===== config.mk =====
export PLATFORM = sky130hd
export DESIGN_NAME = credit_fifo_top
export DESIGN_NICKNAME = d
export VERILOG_FILES = /design/src/credit_fifo_cfg_pkg.sv /design/src/credit_fifo_types_pkg.sv /design/src/credit_fifo_top.sv /design/src/credit_push_ctrl.sv /design/src/fifo_ctrl_1r1w.sv /design/src/pop_output_reg.sv /design/src/ram_flops.sv
export SDC_FILE = /design/constraint.sdc
export NUM_CORES = 1
export LEC_CHECK = 0
export BUFFER_PORTS_ARGS = -buffer_cell sky130_fd_sc_hd__buf_2
export CORE_UTILIZATION = 50
export CTS_BUF_LIST = sky130_fd_sc_hd__clkbuf_2 sky130_fd_sc_hd__clkbuf_4 sky130_fd_sc_hd__clkbuf_8
export CTS_CLUSTER_DIAMETER = 100
export CTS_CLUSTER_SIZE = 14
export DETAILED_ROUTE_END_ITERATION = 8
export PLACE_DENSITY = 0.7
export SETUP_SLACK_MARGIN = 0.3
export SKIP_LAST_GASP = 1
export SYNTH_ARGS = -nofsm -noshare
export SYNTH_HDL_FRONTEND = slang
export SYNTH_SLANG_ARGS = --single-unit

===== constraint.sdc =====
create_clock -name clk -period 11.6 [get_ports clk]
set_input_delay 2.32 -clock clk [delete_from_list [all_inputs] [get_ports clk]]
set_output_delay 2.32 -clock clk [all_outputs]
set_load 0.02 [all_outputs]

===== src/credit_fifo_cfg_pkg.sv =====
/* Sizing constants for the credit-flow receive buffer.
   Every RTL file reads these through scoped names. */

`default_nettype none

package credit_fifo_cfg_pkg;

  // ----------------------------------------------------------------------
  // Buffer geometry
  // ----------------------------------------------------------------------

  // Number of flop RAM entries, which is also the most credits ever owed
  localparam int depth = 8;
  // Payload bits carried by each flit
  localparam int data_width = 32;
  // Sequence tag carried next to the payload
  localparam int tag_width = 8;

  // ----------------------------------------------------------------------
  // Derived widths and constants
  // ----------------------------------------------------------------------

  // Item and slot counts must be able to hold the value depth itself
  localparam int count_width = $clog2(depth + 1);
  localparam int credit_width = $clog2(depth + 1);
  localparam int addr_width = 3;

  // Pointer value at which both RAM pointers wrap back to zero
  localparam logic [addr_width-1:0] last_addr = addr_width'(depth - 1);
  // Depth expressed at counter width, for full and slot math
  localparam logic [count_width-1:0] depth_count = count_width'(depth);
  localparam logic [credit_width-1:0] depth_credit = credit_width'(depth);

endpackage

`default_nettype wire


===== src/credit_fifo_types_pkg.sv =====
/* Packed structs shared by the buffer: the flit payload and the
   occupancy and credit status bundles exported by the top level. */

`default_nettype none

package credit_fifo_types_pkg;

  // ----------------------------------------------------------------------
  // Payload
  // ----------------------------------------------------------------------

  // One flit as pushed, stored in the RAM and popped
  typedef struct packed {
    logic [credit_fifo_cfg_pkg::data_width-1:0] data;
    // Sender sequence number, carried through untouched
    logic [credit_fifo_cfg_pkg::tag_width-1:0] tag;
  } flit_t;

  // ----------------------------------------------------------------------
  // Status bundles
  // ----------------------------------------------------------------------

  // RAM occupancy; slots is always depth minus items
  typedef struct packed {
    logic full;
    logic empty;
    logic [credit_fifo_cfg_pkg::count_width-1:0] items;
    logic [credit_fifo_cfg_pkg::count_width-1:0] slots;
  } occupancy_t;

  // Credits still owed to the sender, before and after the withhold
  typedef struct packed {
    logic [credit_fifo_cfg_pkg::credit_width-1:0] credit_count;
    logic [credit_fifo_cfg_pkg::credit_width-1:0] credit_available;
  } credit_status_t;

endpackage

`default_nettype wire


===== src/credit_fifo_top.sv =====
/* Credit-flow receive buffer top level. Ties the credit counter, the FIFO
   controller, the flop RAM and the registered pop stage together. */

`timescale 1ns/10ps
`default_nettype none

module credit_fifo_top (
  input  wire logic                                         clk,
  input  wire logic                                         reset,
  // Credit control
  input  wire logic [credit_fifo_cfg_pkg::credit_width-1:0] credit_initial,
  input  wire logic [credit_fifo_cfg_pkg::credit_width-1:0] credit_withhold,
  input  wire logic                                         push_credit_stall,
  // Push port, credit-valid
  output logic                                              push_credit,
  input  wire logic                                         push_valid,
  input  wire credit_fifo_types_pkg::flit_t                 push_flit,
  // Pop port, ready-valid
  input  wire logic                                         pop_ready,
  output logic                                              pop_valid,
  output credit_fifo_types_pkg::flit_t                      pop_flit,
  // Status
  output credit_fifo_types_pkg::occupancy_t                 occupancy,
  output credit_fifo_types_pkg::credit_status_t             credit_status
);

  // ----------------------------------------------------------------------
  // Internal nets
  // ----------------------------------------------------------------------

  logic                                       slot_release;
  logic                                       head_valid;
  logic                                       head_take;
  credit_fifo_types_pkg::flit_t               head_flit;
  logic                                       wr_en;
  logic [credit_fifo_cfg_pkg::addr_width-1:0] wr_addr;
  credit_fifo_types_pkg::flit_t               wr_flit;
  logic [credit_fifo_cfg_pkg::addr_width-1:0] rd_addr;
  credit_fifo_types_pkg::flit_t               rd_flit;

  // Input side returns one credit per slot freed in the RAM
  credit_push_ctrl u_credit_push_ctrl (
    .clk               (clk),
    .reset             (reset),
    .credit_initial    (credit_initial),
    .credit_withhold   (credit_withhold),
    .push_credit_stall (push_credit_stall),
    .slot_release      (slot_release),
    .push_credit       (push_credit),
    .credit_status     (credit_status)
  );

  fifo_ctrl_1r1w u_fifo_ctrl_1r1w (
    .clk          (clk),
    .reset        (reset),
    .push_valid   (push_valid),
    .push_flit    (push_flit),
    .head_take    (head_take),
    .head_valid   (head_valid),
    .head_flit    (head_flit),
    .slot_release (slot_release),
    .wr_en        (wr_en),
    .wr_addr      (wr_addr),
    .wr_flit      (wr_flit),
    .rd_addr      (rd_addr),
    .rd_flit      (rd_flit),
    .occupancy    (occupancy)
  );

  ram_flops u_ram_flops (
    .clk     (clk),
    .wr_en   (wr_en),
    .wr_addr (wr_addr),
    .wr_flit (wr_flit),
    .rd_addr (rd_addr),
    .rd_flit (rd_flit)
  );

  // Output side adds the cycle that keeps the pop port flop-driven
  pop_output_reg u_pop_output_reg (
    .clk        (clk),
    .reset      (reset),
    .head_valid (head_valid),
    .head_flit  (head_flit),
    .head_take  (head_take),
    .pop_ready  (pop_ready),
    .pop_valid  (pop_valid),
    .pop_flit   (pop_flit)
  );

endmodule

`default_nettype wire


===== src/credit_push_ctrl.sv =====
/* Receiver-side credit counter for the push port. Slots freed by the
   FIFO come back as credits; one credit is granted per cycle when allowed. */

`timescale 1ns/10ps
`default_nettype none

module credit_push_ctrl (
  input  wire logic                                         clk,
  input  wire logic                                         reset,
  input  wire logic [credit_fifo_cfg_pkg::credit_width-1:0] credit_initial,
  input  wire logic [credit_fifo_cfg_pkg::credit_width-1:0] credit_withhold,
  input  wire logic                                         push_credit_stall,
  // One pulse per RAM entry read out by the controller
  input  wire logic                                         slot_release,
  output logic                                              push_credit,
  output credit_fifo_types_pkg::credit_status_t             credit_status
);

  // ----------------------------------------------------------------------
  // Credit counter
  // ----------------------------------------------------------------------

  // Credits the receiver still owes the sender
  logic [credit_fifo_cfg_pkg::credit_width-1:0] credit_count;
  logic [credit_fifo_cfg_pkg::credit_width-1:0] credit_count_next;
  // Owed credits left over once the withhold is taken off
  logic [credit_fifo_cfg_pkg::credit_width-1:0] credit_available;

  // The withhold can exceed the count, so the difference floors at zero
  always_comb begin
    if (credit_count > credit_withhold) begin
      credit_available = credit_count - credit_withhold;
    end else begin
      credit_available = '0;
    end
  end

  // Grant a credit whenever one is available and the sender is not stalled
  assign push_credit = (credit_available != '0) && !push_credit_stall;

  // A release and a grant in the same cycle cancel each other out
  assign credit_count_next = credit_count + slot_release - push_credit;

  // The initial credit is sampled for as long as reset is held
  always_ff @(posedge clk) begin
    if (reset) begin
      credit_count <= credit_initial;
    end else begin
      credit_count <= credit_count_next;
    end
  end

  assign credit_status.credit_count     = credit_count;
  assign credit_status.credit_available = credit_available;

  // ----------------------------------------------------------------------
  // Checks
  // ----------------------------------------------------------------------

  // Releases only follow earlier pushes, so the debt can never pass depth
  a_credit_bounded: assert property (
    @(posedge clk) disable iff (reset)
    credit_count <= credit_fifo_cfg_pkg::depth_credit
  );

endmodule

`default_nettype wire


===== src/fifo_ctrl_1r1w.sv =====
/* Pointer and occupancy control for the 1R1W flop RAM. Pushes are
   written straight into the RAM and the RAM head is offered to the pop stage. */

`timescale 1ns/10ps
`default_nettype none

module fifo_ctrl_1r1w (
  input  wire logic                                       clk,
  input  wire logic                                       reset,
  // Push side, already credit-qualified by the sender
  input  wire logic                                       push_valid,
  input  wire credit_fifo_types_pkg::flit_t               push_flit,
  // Head offered to the pop stage
  input  wire logic                                       head_take,
  output logic                                            head_valid,
  output credit_fifo_types_pkg::flit_t                    head_flit,
  output logic                                            slot_release,
  // Flop RAM ports
  output logic                                            wr_en,
  output logic [credit_fifo_cfg_pkg::addr_width-1:0]      wr_addr,
  output credit_fifo_types_pkg::flit_t                    wr_flit,
  output logic [credit_fifo_cfg_pkg::addr_width-1:0]      rd_addr,
  input  wire credit_fifo_types_pkg::flit_t               rd_flit,
  output credit_fifo_types_pkg::occupancy_t               occupancy
);

  // ----------------------------------------------------------------------
  // Pointers
  // ----------------------------------------------------------------------

  logic [credit_fifo_cfg_pkg::addr_width-1:0] wr_ptr;
  logic [credit_fifo_cfg_pkg::addr_width-1:0] rd_ptr;
  // Entries currently held in the RAM
  logic [credit_fifo_cfg_pkg::count_width-1:0] items;
  logic full;
  logic empty;

  // Both pointers wrap at the last entry, so depth need not be a power of two
  always_ff @(posedge clk) begin
    if (reset) begin
      wr_ptr <= '0;
    end else if (push_valid) begin
      if (wr_ptr == credit_fifo_cfg_pkg::last_addr) begin
        wr_ptr <= '0;
      end else begin
        wr_ptr <= wr_ptr + 1'b1;
      end
    end
  end

  always_ff @(posedge clk) begin
    if (reset) begin
      rd_ptr <= '0;
    end else if (head_take) begin
      if (rd_ptr == credit_fifo_cfg_pkg::last_addr) begin
        rd_ptr <= '0;
      end else begin
        rd_ptr <= rd_ptr + 1'b1;
      end
    end
  end

  // ----------------------------------------------------------------------
  // Occupancy
  // ----------------------------------------------------------------------

  // A push and a take in the same cycle leave the count unchanged
  always_ff @(posedge clk) begin
    if (reset) begin
      items <= '0;
    end else begin
      items <= items + push_valid - head_take;
    end
  end

  assign full  = (items == credit_fifo_cfg_pkg::depth_count);
  assign empty = (items == '0);

  assign occupancy.full  = full;
  assign occupancy.empty = empty;
  assign occupancy.items = items;
  assign occupancy.slots = credit_fifo_cfg_pkg::depth_count - items;

  // ----------------------------------------------------------------------
  // RAM control and head
  // ----------------------------------------------------------------------

  // Every push lands in the RAM, there is no bypass path to the pop side
  assign wr_en   = push_valid;
  assign wr_addr = wr_ptr;
  assign wr_flit = push_flit;

  // Read latency is zero, so the head is the word under the read pointer
  assign rd_addr    = rd_ptr;
  assign head_valid = !empty;
  assign head_flit  = rd_flit;

  // Each entry leaving the RAM frees one slot and so one credit
  assign slot_release = head_take;

  // A push while full means the sender pushed without holding a credit
  a_no_push_full: assert property (
    @(posedge clk) disable iff (reset)
    push_valid |-> !full
  );

  // The pop stage must only take a head that is actually offered
  a_no_take_empty: assert property (
    @(posedge clk) disable iff (reset)
    head_take |-> !empty
  );

endmodule

`default_nettype wire


===== src/pop_output_reg.sv =====
/* One-entry forward register in front of the pop port. pop_valid and
   pop_flit come straight from flops and hold while the consumer stalls. */

`timescale 1ns/10ps
`default_nettype none

module pop_output_reg (
  input  wire logic                          clk,
  input  wire logic                          reset,
  input  wire logic                          head_valid,
  input  wire credit_fifo_types_pkg::flit_t  head_flit,
  output logic                               head_take,
  input  wire logic                          pop_ready,
  output logic                               pop_valid,
  output credit_fifo_types_pkg::flit_t       pop_flit
);

  // ----------------------------------------------------------------------
  // Forward register
  // ----------------------------------------------------------------------

  // The register can accept a new flit when it is empty or draining now
  logic load_en;

  assign load_en   = !pop_valid || pop_ready;
  assign head_take = head_valid && load_en;

  // Valid follows the head whenever the register is free to load
  always_ff @(posedge clk) begin
    if (reset) begin
      pop_valid <= 1'b0;
    end else if (load_en) begin
      pop_valid <= head_valid;
    end
  end

  // Payload only moves on an actual take
  always_ff @(posedge clk) begin
    if (head_take) begin
      pop_flit <= head_flit;
    end
  end

  // A stalled pop keeps both its valid and its flit until accepted
  a_pop_stable: assert property (
    @(posedge clk) disable iff (reset)
    (pop_valid && !pop_ready) |=> (pop_valid && $stable(pop_flit))
  );

endmodule

`default_nettype wire


===== src/ram_flops.sv =====
/* Flop RAM with one write port and one combinational read port.
   Cells carry no reset, since the controller never reads an unwritten slot. */

`timescale 1ns/10ps
`default_nettype none

module ram_flops (
  input  wire logic                                  clk,
  input  wire logic                                  wr_en,
  input  wire logic [credit_fifo_cfg_pkg::addr_width-1:0] wr_addr,
  input  wire credit_fifo_types_pkg::flit_t          wr_flit,
  input  wire logic [credit_fifo_cfg_pkg::addr_width-1:0] rd_addr,
  output credit_fifo_types_pkg::flit_t               rd_flit
);

  // ----------------------------------------------------------------------
  // Storage
  // ----------------------------------------------------------------------

  credit_fifo_types_pkg::flit_t mem [credit_fifo_cfg_pkg::depth];

  // Write lands at the clock edge that ends the push cycle
  always_ff @(posedge clk) begin
    if (wr_en) begin
      mem[wr_addr] <= wr_flit;
    end
  end

  // Zero-latency read, the controller keeps reads off the slot being written
  assign rd_flit = mem[rd_addr];

endmodule

`default_nettype wire


# Word-level counts from Yosys, hierarchy flattened
# Memories as Yosys holds them, arrays and structs flattened. A register that Yosys moved wholly into a read port is not among the register bits.
# Index checks and enable logic that the tools add are counted.
op_classes:
  n_reduce_logical: 8
  eq_ne: 3
  n_lt_le_gt_ge: 1
  n_addsub: 8
  mux: 6
ops:
  columns: ["operator", "count"]
  rows:
  - ["$add A4 B1 Y4", 2]
  - ["$mux W4", 2]
  - ["$sub A4 B1 Y4", 2]
  - ["$add A3 B1 Y3 const B", 2]
  - ["$eq A3 B3 Y1 const B", 2]
  - ["$mux W3", 2]
  - ["$eq A4 B4 Y1 const B", 1]
  - ["$gt A4 B4 Y1", 1]
  - ["$logic_not A4 Y1", 1]
  - ["$reduce_bool A4 Y1", 1]
  - ["$sub A4 B4 Y4", 1]
  - ["$sub A4 B4 Y4 const A", 1]
  - ["$logic_not A1 Y1", 3]
  - ["$logic_and A1 B1 Y1", 2]
  - ["$mux W1", 2]
  - ["$logic_or A1 B1 Y1", 1]
word_totals:
  in_bits: 53
  output_inout_bits: 60
  register_bits: 15
  word_cells: 32
  ram_bits: 320
  mem_count: 1
memory_table:
  columns: ["name", "words", "width", "rd", "rd_ports_with_merged_regs", "write_ports", "line_no", "source"]
  rows:
  - ["u_ram_flops.mem", 8, 40, 1, 1, 1, "ram_flops.sv:20", "credit_fifo_types_pkg::flit_t mem [credit_fifo_cfg_pkg::depth];"]

# Depth between registers and ports, before layout
depth:
  word_depth: 6
  depth_mapped: 14

# Modules after synthesis
# From an unflattened synthesis, not the netlist that was laid out.
hier_totals:
  hier_cells: 725
  hier_area_um2: 15376.0
by_module_without_submodules:
  columns: ["module", "cells_per_inst", "area_each_um2", "n_inst"]
  rows:
  - ["ram_flops", 475, 12370.6, 1]
  - ["pop_output_reg", 45, 1256.2, 1]
  - ["fifo_ctrl_1r1w", 147, 1231.2, 1]
  - ["credit_push_ctrl", 58, 518.0, 1]

# Least setup slack after synthesis
# OpenSTA, ideal clock, no wires.
synth_timing:
  path_type: "input -> output"
  from: "input port credit_withhold[0] (netlist bit)"
  to: "output port push_credit"
  t_required_ps: 9280
  stages: 6
  path_slack_ps: 5295
  arrival_time_ps: 3985
  path_cell_list: "ha_1 inv_1 fa_1 xnor2_1 o2111ai_1 nor4bb_1"
synth_via:
  elab_chain_cells: 4
  elab_cells_between_ends: 5
  classes_between: "add/sub (1); order compare (1); mux (1); reduce/logical (2)"
synth_rtl:
  columns: ["item", "line_no", "source"]
  rows:
  - ["start, declared", "credit_fifo_top.sv:12", "input wire logic [credit_fifo_cfg_pkg::credit_width-1:0] credit_withhold,"]
  - ["$sub A4 B4 Y4 or $gt A4 B4 Y1 (tied branches)", "credit_push_ctrl.sv:32, credit_push_ctrl.sv:31", null]
  - ["$mux W4 (*)", "credit_push_ctrl.sv:31", "if (credit_count > credit_withhold) begin"]
  - ["$reduce_bool A4 Y1 (*)", "credit_push_ctrl.sv:39", "assign push_credit = (credit_available != '0) && !push_credit_stall;"]
  - ["$logic_and A1 B1 Y1 (*)", "credit_push_ctrl.sv:39", null]
  - ["end, declared", "credit_fifo_top.sv:15", "output logic push_credit,"]
# Every way passes the cells marked *; elsewhere a longest branch is shown, timed or not.

# Final worst setup path
# Ends and elaborated chain as after synthesis.

==> impl_metrics.env <==
export IMPL_ff2ff_path_depth=14
export IMPL_syn_inst=647
export IMPL_worst_hold_slack_ns=0.529
export IMPL_clock_tree_from_tritoncts="done"
export IMPL_wirelength_routed_um=26300
export IMPL_post_route_ant_nets=0
export IMPL_num_rows=62
export IMPL_grt_start_max_net_pins=83
export IMPL_htree_num_levels=1
export IMPL_path_clk_slew_ns=0.09
export IMPL_combPwrFrac_pct=27.8
export IMPL_syn_mean_instance_area_um2=22.7
export IMPL_ff2ff_setup_slack_ns=8.44
export IMPL_unrepaired_setup_endpoints_after_global_routing="false"
export IMPL_ys_warn_count=0
export IMPL_setup_worst_path_class="in2out"
export IMPL_fin_crit_ns=6.41
export IMPL_tightestPinTransition_ns=1.09
export IMPL_io_buffer_count=112
export IMPL_p_sw_share_pct=29.8
export IMPL_required_ns=9.28
export IMPL_max_slew_margin_rel_pct=27.3
export IMPL_drive_gt1_share_pct=29.6
export IMPL_synth_ff_type="sky130_fd_sc_hd__edfxtp_1"
export IMPL_internal_portion_of_total_power_mw=2.37
export IMPL_layout_area_overhead_vs_synth_pct=10.3
export IMPL_cts_hold_buf=0
export IMPL_drt_pre_antenna_iters=5
export IMPL_regArea_um2=11100
export IMPL_clock_path_buffers=3
export IMPL_multi_input_area_um2=3350
export IMPL_power_mw=3.37
export IMPL_clock_insertion_delay_worst_skew_ns=0.60
export IMPL_post_synthesis_sequential_area_ratio_pct=75.7
export IMPL_fin_crit_sh_pct=55.2
export IMPL_overflow=0
export IMPL_detailed_place_hpwl_um=14300
export IMPL_timing_hold_worst_class="reg2reg"
export IMPL_met2WireLength_um=14000
export IMPL_synth_edf_count=360
export IMPL_placed_cells_incl_taps=1125
export IMPL_cp_max_fo=3
export IMPL_grt_usage_pct=17.7
export IMPL_endpoint_kind="output pin"
export IMPL_layout_cell_area_non_filler_um2=16200
export IMPL_grt_pass1_vias=6931
export IMPL_reg2reg_to="u_credit_push_ctrl.credit_count[2]$_DFF_P_"
export IMPL_ir_drop_uv=96.7
export IMPL_area_leader_netlist="sky130_fd_sc_hd__edfxtp_1"
export IMPL_die_height_um=173
export IMPL_drc=0
export IMPL_wl_met3_um=1360
export IMPL_run_status="finished clean"
export IMPL_synth_seq_cells=375
export IMPL_place_ws_ns=5.22
export IMPL_slew_violations=0
export IMPL_die_w_um=173
export IMPL_count_of_distinct_cell_types_in_the_synthesized_netlist=39
export IMPL_synthMostInstantiatedCell="sky130_fd_sc_hd__edfxtp_1"
export IMPL_wl_per_cell_um=22.5
export IMPL_grt_pass1_wl_um=39700
export IMPL_vias_per_cell=5.66
export IMPL_utilization_pct=56.2
export IMPL_tns_ns=0
export IMPL_synth_cells_most_frequent="sky130_fd_sc_hd__edfxtp_1 (360), sky130_fd_sc_hd__mux4_1 (68), sky130_fd_sc_hd__mux2_2 (42), sky130_fd_sc_hd__ha_1 (20), sky130_fd_sc_hd__inv_1 (20)"
export IMPL_static_leakage_power_nw=5.48
export IMPL_maxClockFrequency_mhz=156
export IMPL_top_layer_used="met5"
export IMPL_postCtsSetupRepairBufs=0
export IMPL_die_area_um2=30000
export IMPL_timing_critical_path_from="credit_withhold[0]"
export IMPL_synth_area_leaders="sky130_fd_sc_hd__edfxtp_1 (74%), sky130_fd_sc_hd__mux4_1 (12%), sky130_fd_sc_hd__mux2_2 (3.2%), sky130_fd_sc_hd__dfxtp_1 (2.0%), sky130_fd_sc_hd__mux4_2 (1.8%)"
export IMPL_power_density_nw_per_um2=208
export IMPL_synth_nets=723
export IMPL_layout_setup_ws_ns=5.19
export IMPL_start_util_pct=51.0
export IMPL_worst_ep_arrival_time_ns=4.09
export IMPL_power_net_switching_mw=1.00
export IMPL_post_synth_top_area_fraction_pct=73.7
export IMPL_number_of_non_filler_instances_in_the_completed_layout=1168
export IMPL_async_flop_share_pct=0
export IMPL_gp_congestion=0.776
export IMPL_fillers=2089
export IMPL_antenna_found_initial=3
export IMPL_timing_rr_start="u_credit_push_ctrl.credit_count[0]$_DFF_P_"
export IMPL_design_portCount=113
export IMPL_timing_max_cap_violations=0
export IMPL_post_synth_instance_area_um2=14700
export IMPL_total_via_count_in_the_routed_design=6606
export IMPL_num_nets_final=849
export IMPL_finalHoldViolCount=0
export IMPL_cp_endpoint="push_credit"
export IMPL_core_um2=28800
export IMPL_pwr_share_clk_pct=19.5
export IMPL_cts_resized=0
export IMPL_finalSetupViolations=0
export IMPL_postPlaceCellArea_um2=15700
export IMPL_clock_tree_root_cell="sky130_fd_sc_hd__clkbuf_8"
export IMPL_wirelength_met1_um=10500
export IMPL_sequential_group_share_of_total_power_pct=52.6
export IMPL_cts_sinks=375
export IMPL_first_iter_violations=526
export IMPL_worstSetupStartpointType="primary input"
export IMPL_worst_clock_skew_ns=0.0163
export IMPL_number_of_buffers_inserted_during_clock_tree_synthesis=30
## final cells by class
type,instances,share of cell area [%]
Clock buffer,40,3.02
Sequential cell,375,68.7
Antenna cell,1,0.0155
Multi-Input combinational cell,222,20.7
Inverter,20,0.464
Tap cell,384,2.97
Clock inverter,2,0.0851
Timing Repair Buffer,124,4.02
## routing by layer
| metal | global-route usage [%] | up-vias |
|---|---|---|
| li1 | - | 2942 |
| met1 | 22.2 | 3437 |
| met2 | 31.9 | 187 |
| met3 | 3.27 | 36 |
| met4 | 3.80 | 4 |
| met5 | 0 | - |
## critical path, cell delays in order
cell                        delay (ns)
sky130_fd_sc_hd__buf_2            0.08
sky130_fd_sc_hd__ha_1             0.20
sky130_fd_sc_hd__inv_1            0.07
sky130_fd_sc_hd__fa_1             0.41
sky130_fd_sc_hd__xnor2_1          0.20
sky130_fd_sc_hd__o2111ai_1        0.12
sky130_fd_sc_hd__nor4bb_1         0.44
sky130_fd_sc_hd__buf_2            0.24
## layout by cell type, fill, tap and decap left out, types with 2 or more instances in the layout
| cell type | instances |
|---|---|
| sky130_fd_sc_hd__nand2b_1 | 4 |
| sky130_fd_sc_hd__nor2b_1 | 7 |
| sky130_fd_sc_hd__nor2_1 | 10 |
| sky130_fd_sc_hd__nor2_4 | 6 |
| sky130_fd_sc_hd__mux4_1 | 68 |
| sky130_fd_sc_hd__xor2_1 | 2 |
| sky130_fd_sc_hd__o21ai_0 | 5 |
| sky130_fd_sc_hd__nor3_1 | 2 |
| sky130_fd_sc_hd__buf_2 | 112 |
| sky130_fd_sc_hd__mux2i_1 | 3 |
| sky130_fd_sc_hd__mux2_2 | 42 |
| sky130_fd_sc_hd__dfxtp_1 | 12 |
| sky130_fd_sc_hd__buf_4 | 12 |
| sky130_fd_sc_hd__clkbuf_8 | 30 |
| sky130_fd_sc_hd__ha_1 | 20 |
| sky130_fd_sc_hd__edfxtp_1 | 360 |
| sky130_fd_sc_hd__fa_1 | 3 |
| sky130_fd_sc_hd__a21oi_1 | 7 |
| sky130_fd_sc_hd__nand2_1 | 6 |
| sky130_fd_sc_hd__xnor2_1 | 4 |
| sky130_fd_sc_hd__nand3_1 | 3 |
| sky130_fd_sc_hd__clkbuf_4 | 10 |
| sky130_fd_sc_hd__mux4_2 | 12 |
| sky130_fd_sc_hd__nand4_1 | 2 |
| sky130_fd_sc_hd__dfxtp_4 | 2 |
| sky130_fd_sc_hd__nor3_2 | 2 |
| sky130_fd_sc_hd__inv_1 | 19 |
## kinds of logic (layout without fill, tap and decap cells)
group | Yosys count | count (layout) | share of synthesized area, %
compound gates | 20 | 20 | 0.844
xor+xnor | 6 | 6 | 0.358
fa+ha+maj | 23 | 23 | 2.11
buf+inv | 50 | 186 | 1.82
flops | 375 | 375 | 75.7
mux | 125 | 125 | 17.4
other cells | 0 | 1 | 0
simple gates | 48 | 48 | 1.68
## worst min path at each step
stage / from / to / slack [ns] / depth (start not counted)
final: u_fifo_ctrl_1r1w.rd_addr[2]$_SDFFE_PP0P_ / u_fifo_ctrl_1r1w.rd_addr[2]$_SDFFE_PP0P_ / 0.53 / 2
after global routing: u_fifo_ctrl_1r1w.rd_addr[2]$_SDFFE_PP0P_ / u_fifo_ctrl_1r1w.rd_addr[2]$_SDFFE_PP0P_ / 0.55 / 2
after CTS: u_fifo_ctrl_1r1w.rd_addr[2]$_SDFFE_PP0P_ / u_fifo_ctrl_1r1w.rd_addr[2]$_SDFFE_PP0P_ / 0.53 / 2
after detailed placement: u_fifo_ctrl_1r1w.rd_addr[2]$_SDFFE_PP0P_ / u_fifo_ctrl_1r1w.rd_addr[2]$_SDFFE_PP0P_ / 0.52 / 2
after global placement: u_fifo_ctrl_1r1w.rd_addr[2]$_SDFFE_PP0P_ / u_fifo_ctrl_1r1w.rd_addr[2]$_SDFFE_PP0P_ / 0.47 / 2
after floorplan: u_fifo_ctrl_1r1w.wr_addr[2]$_SDFFE_PP0P_ / u_fifo_ctrl_1r1w.wr_addr[2]$_SDFFE_PP0P_ / 0.50 / 2
## power groups by stage
stage          Sequential [mW]  Clock, mW  Combinational (mW)
6_report                  1.77      0.659               0.937
3_5_place_dp              1.81          0               0.946
4_1_cts                   1.78      0.677               0.949
5_1_grt                   1.80      0.721                1.02
2_1_floorplan             1.84          0               0.650
3_3_place_gp              1.81          0               0.905
## flip-flops by register name, summed over array words and instances, names as in the netlist
| signal | count |
|---|---|
| u_ram_flops.mem | 320 |
| u_pop_output_reg.pop_flit | 40 |
| u_credit_push_ctrl.credit_count | 4 |
| u_fifo_ctrl_1r1w.items | 4 |
| u_fifo_ctrl_1r1w.rd_addr | 3 |
| u_fifo_ctrl_1r1w.wr_addr | 3 |
| u_pop_output_reg.pop_valid | 1 |
Power figures use the tool's default switching activity.
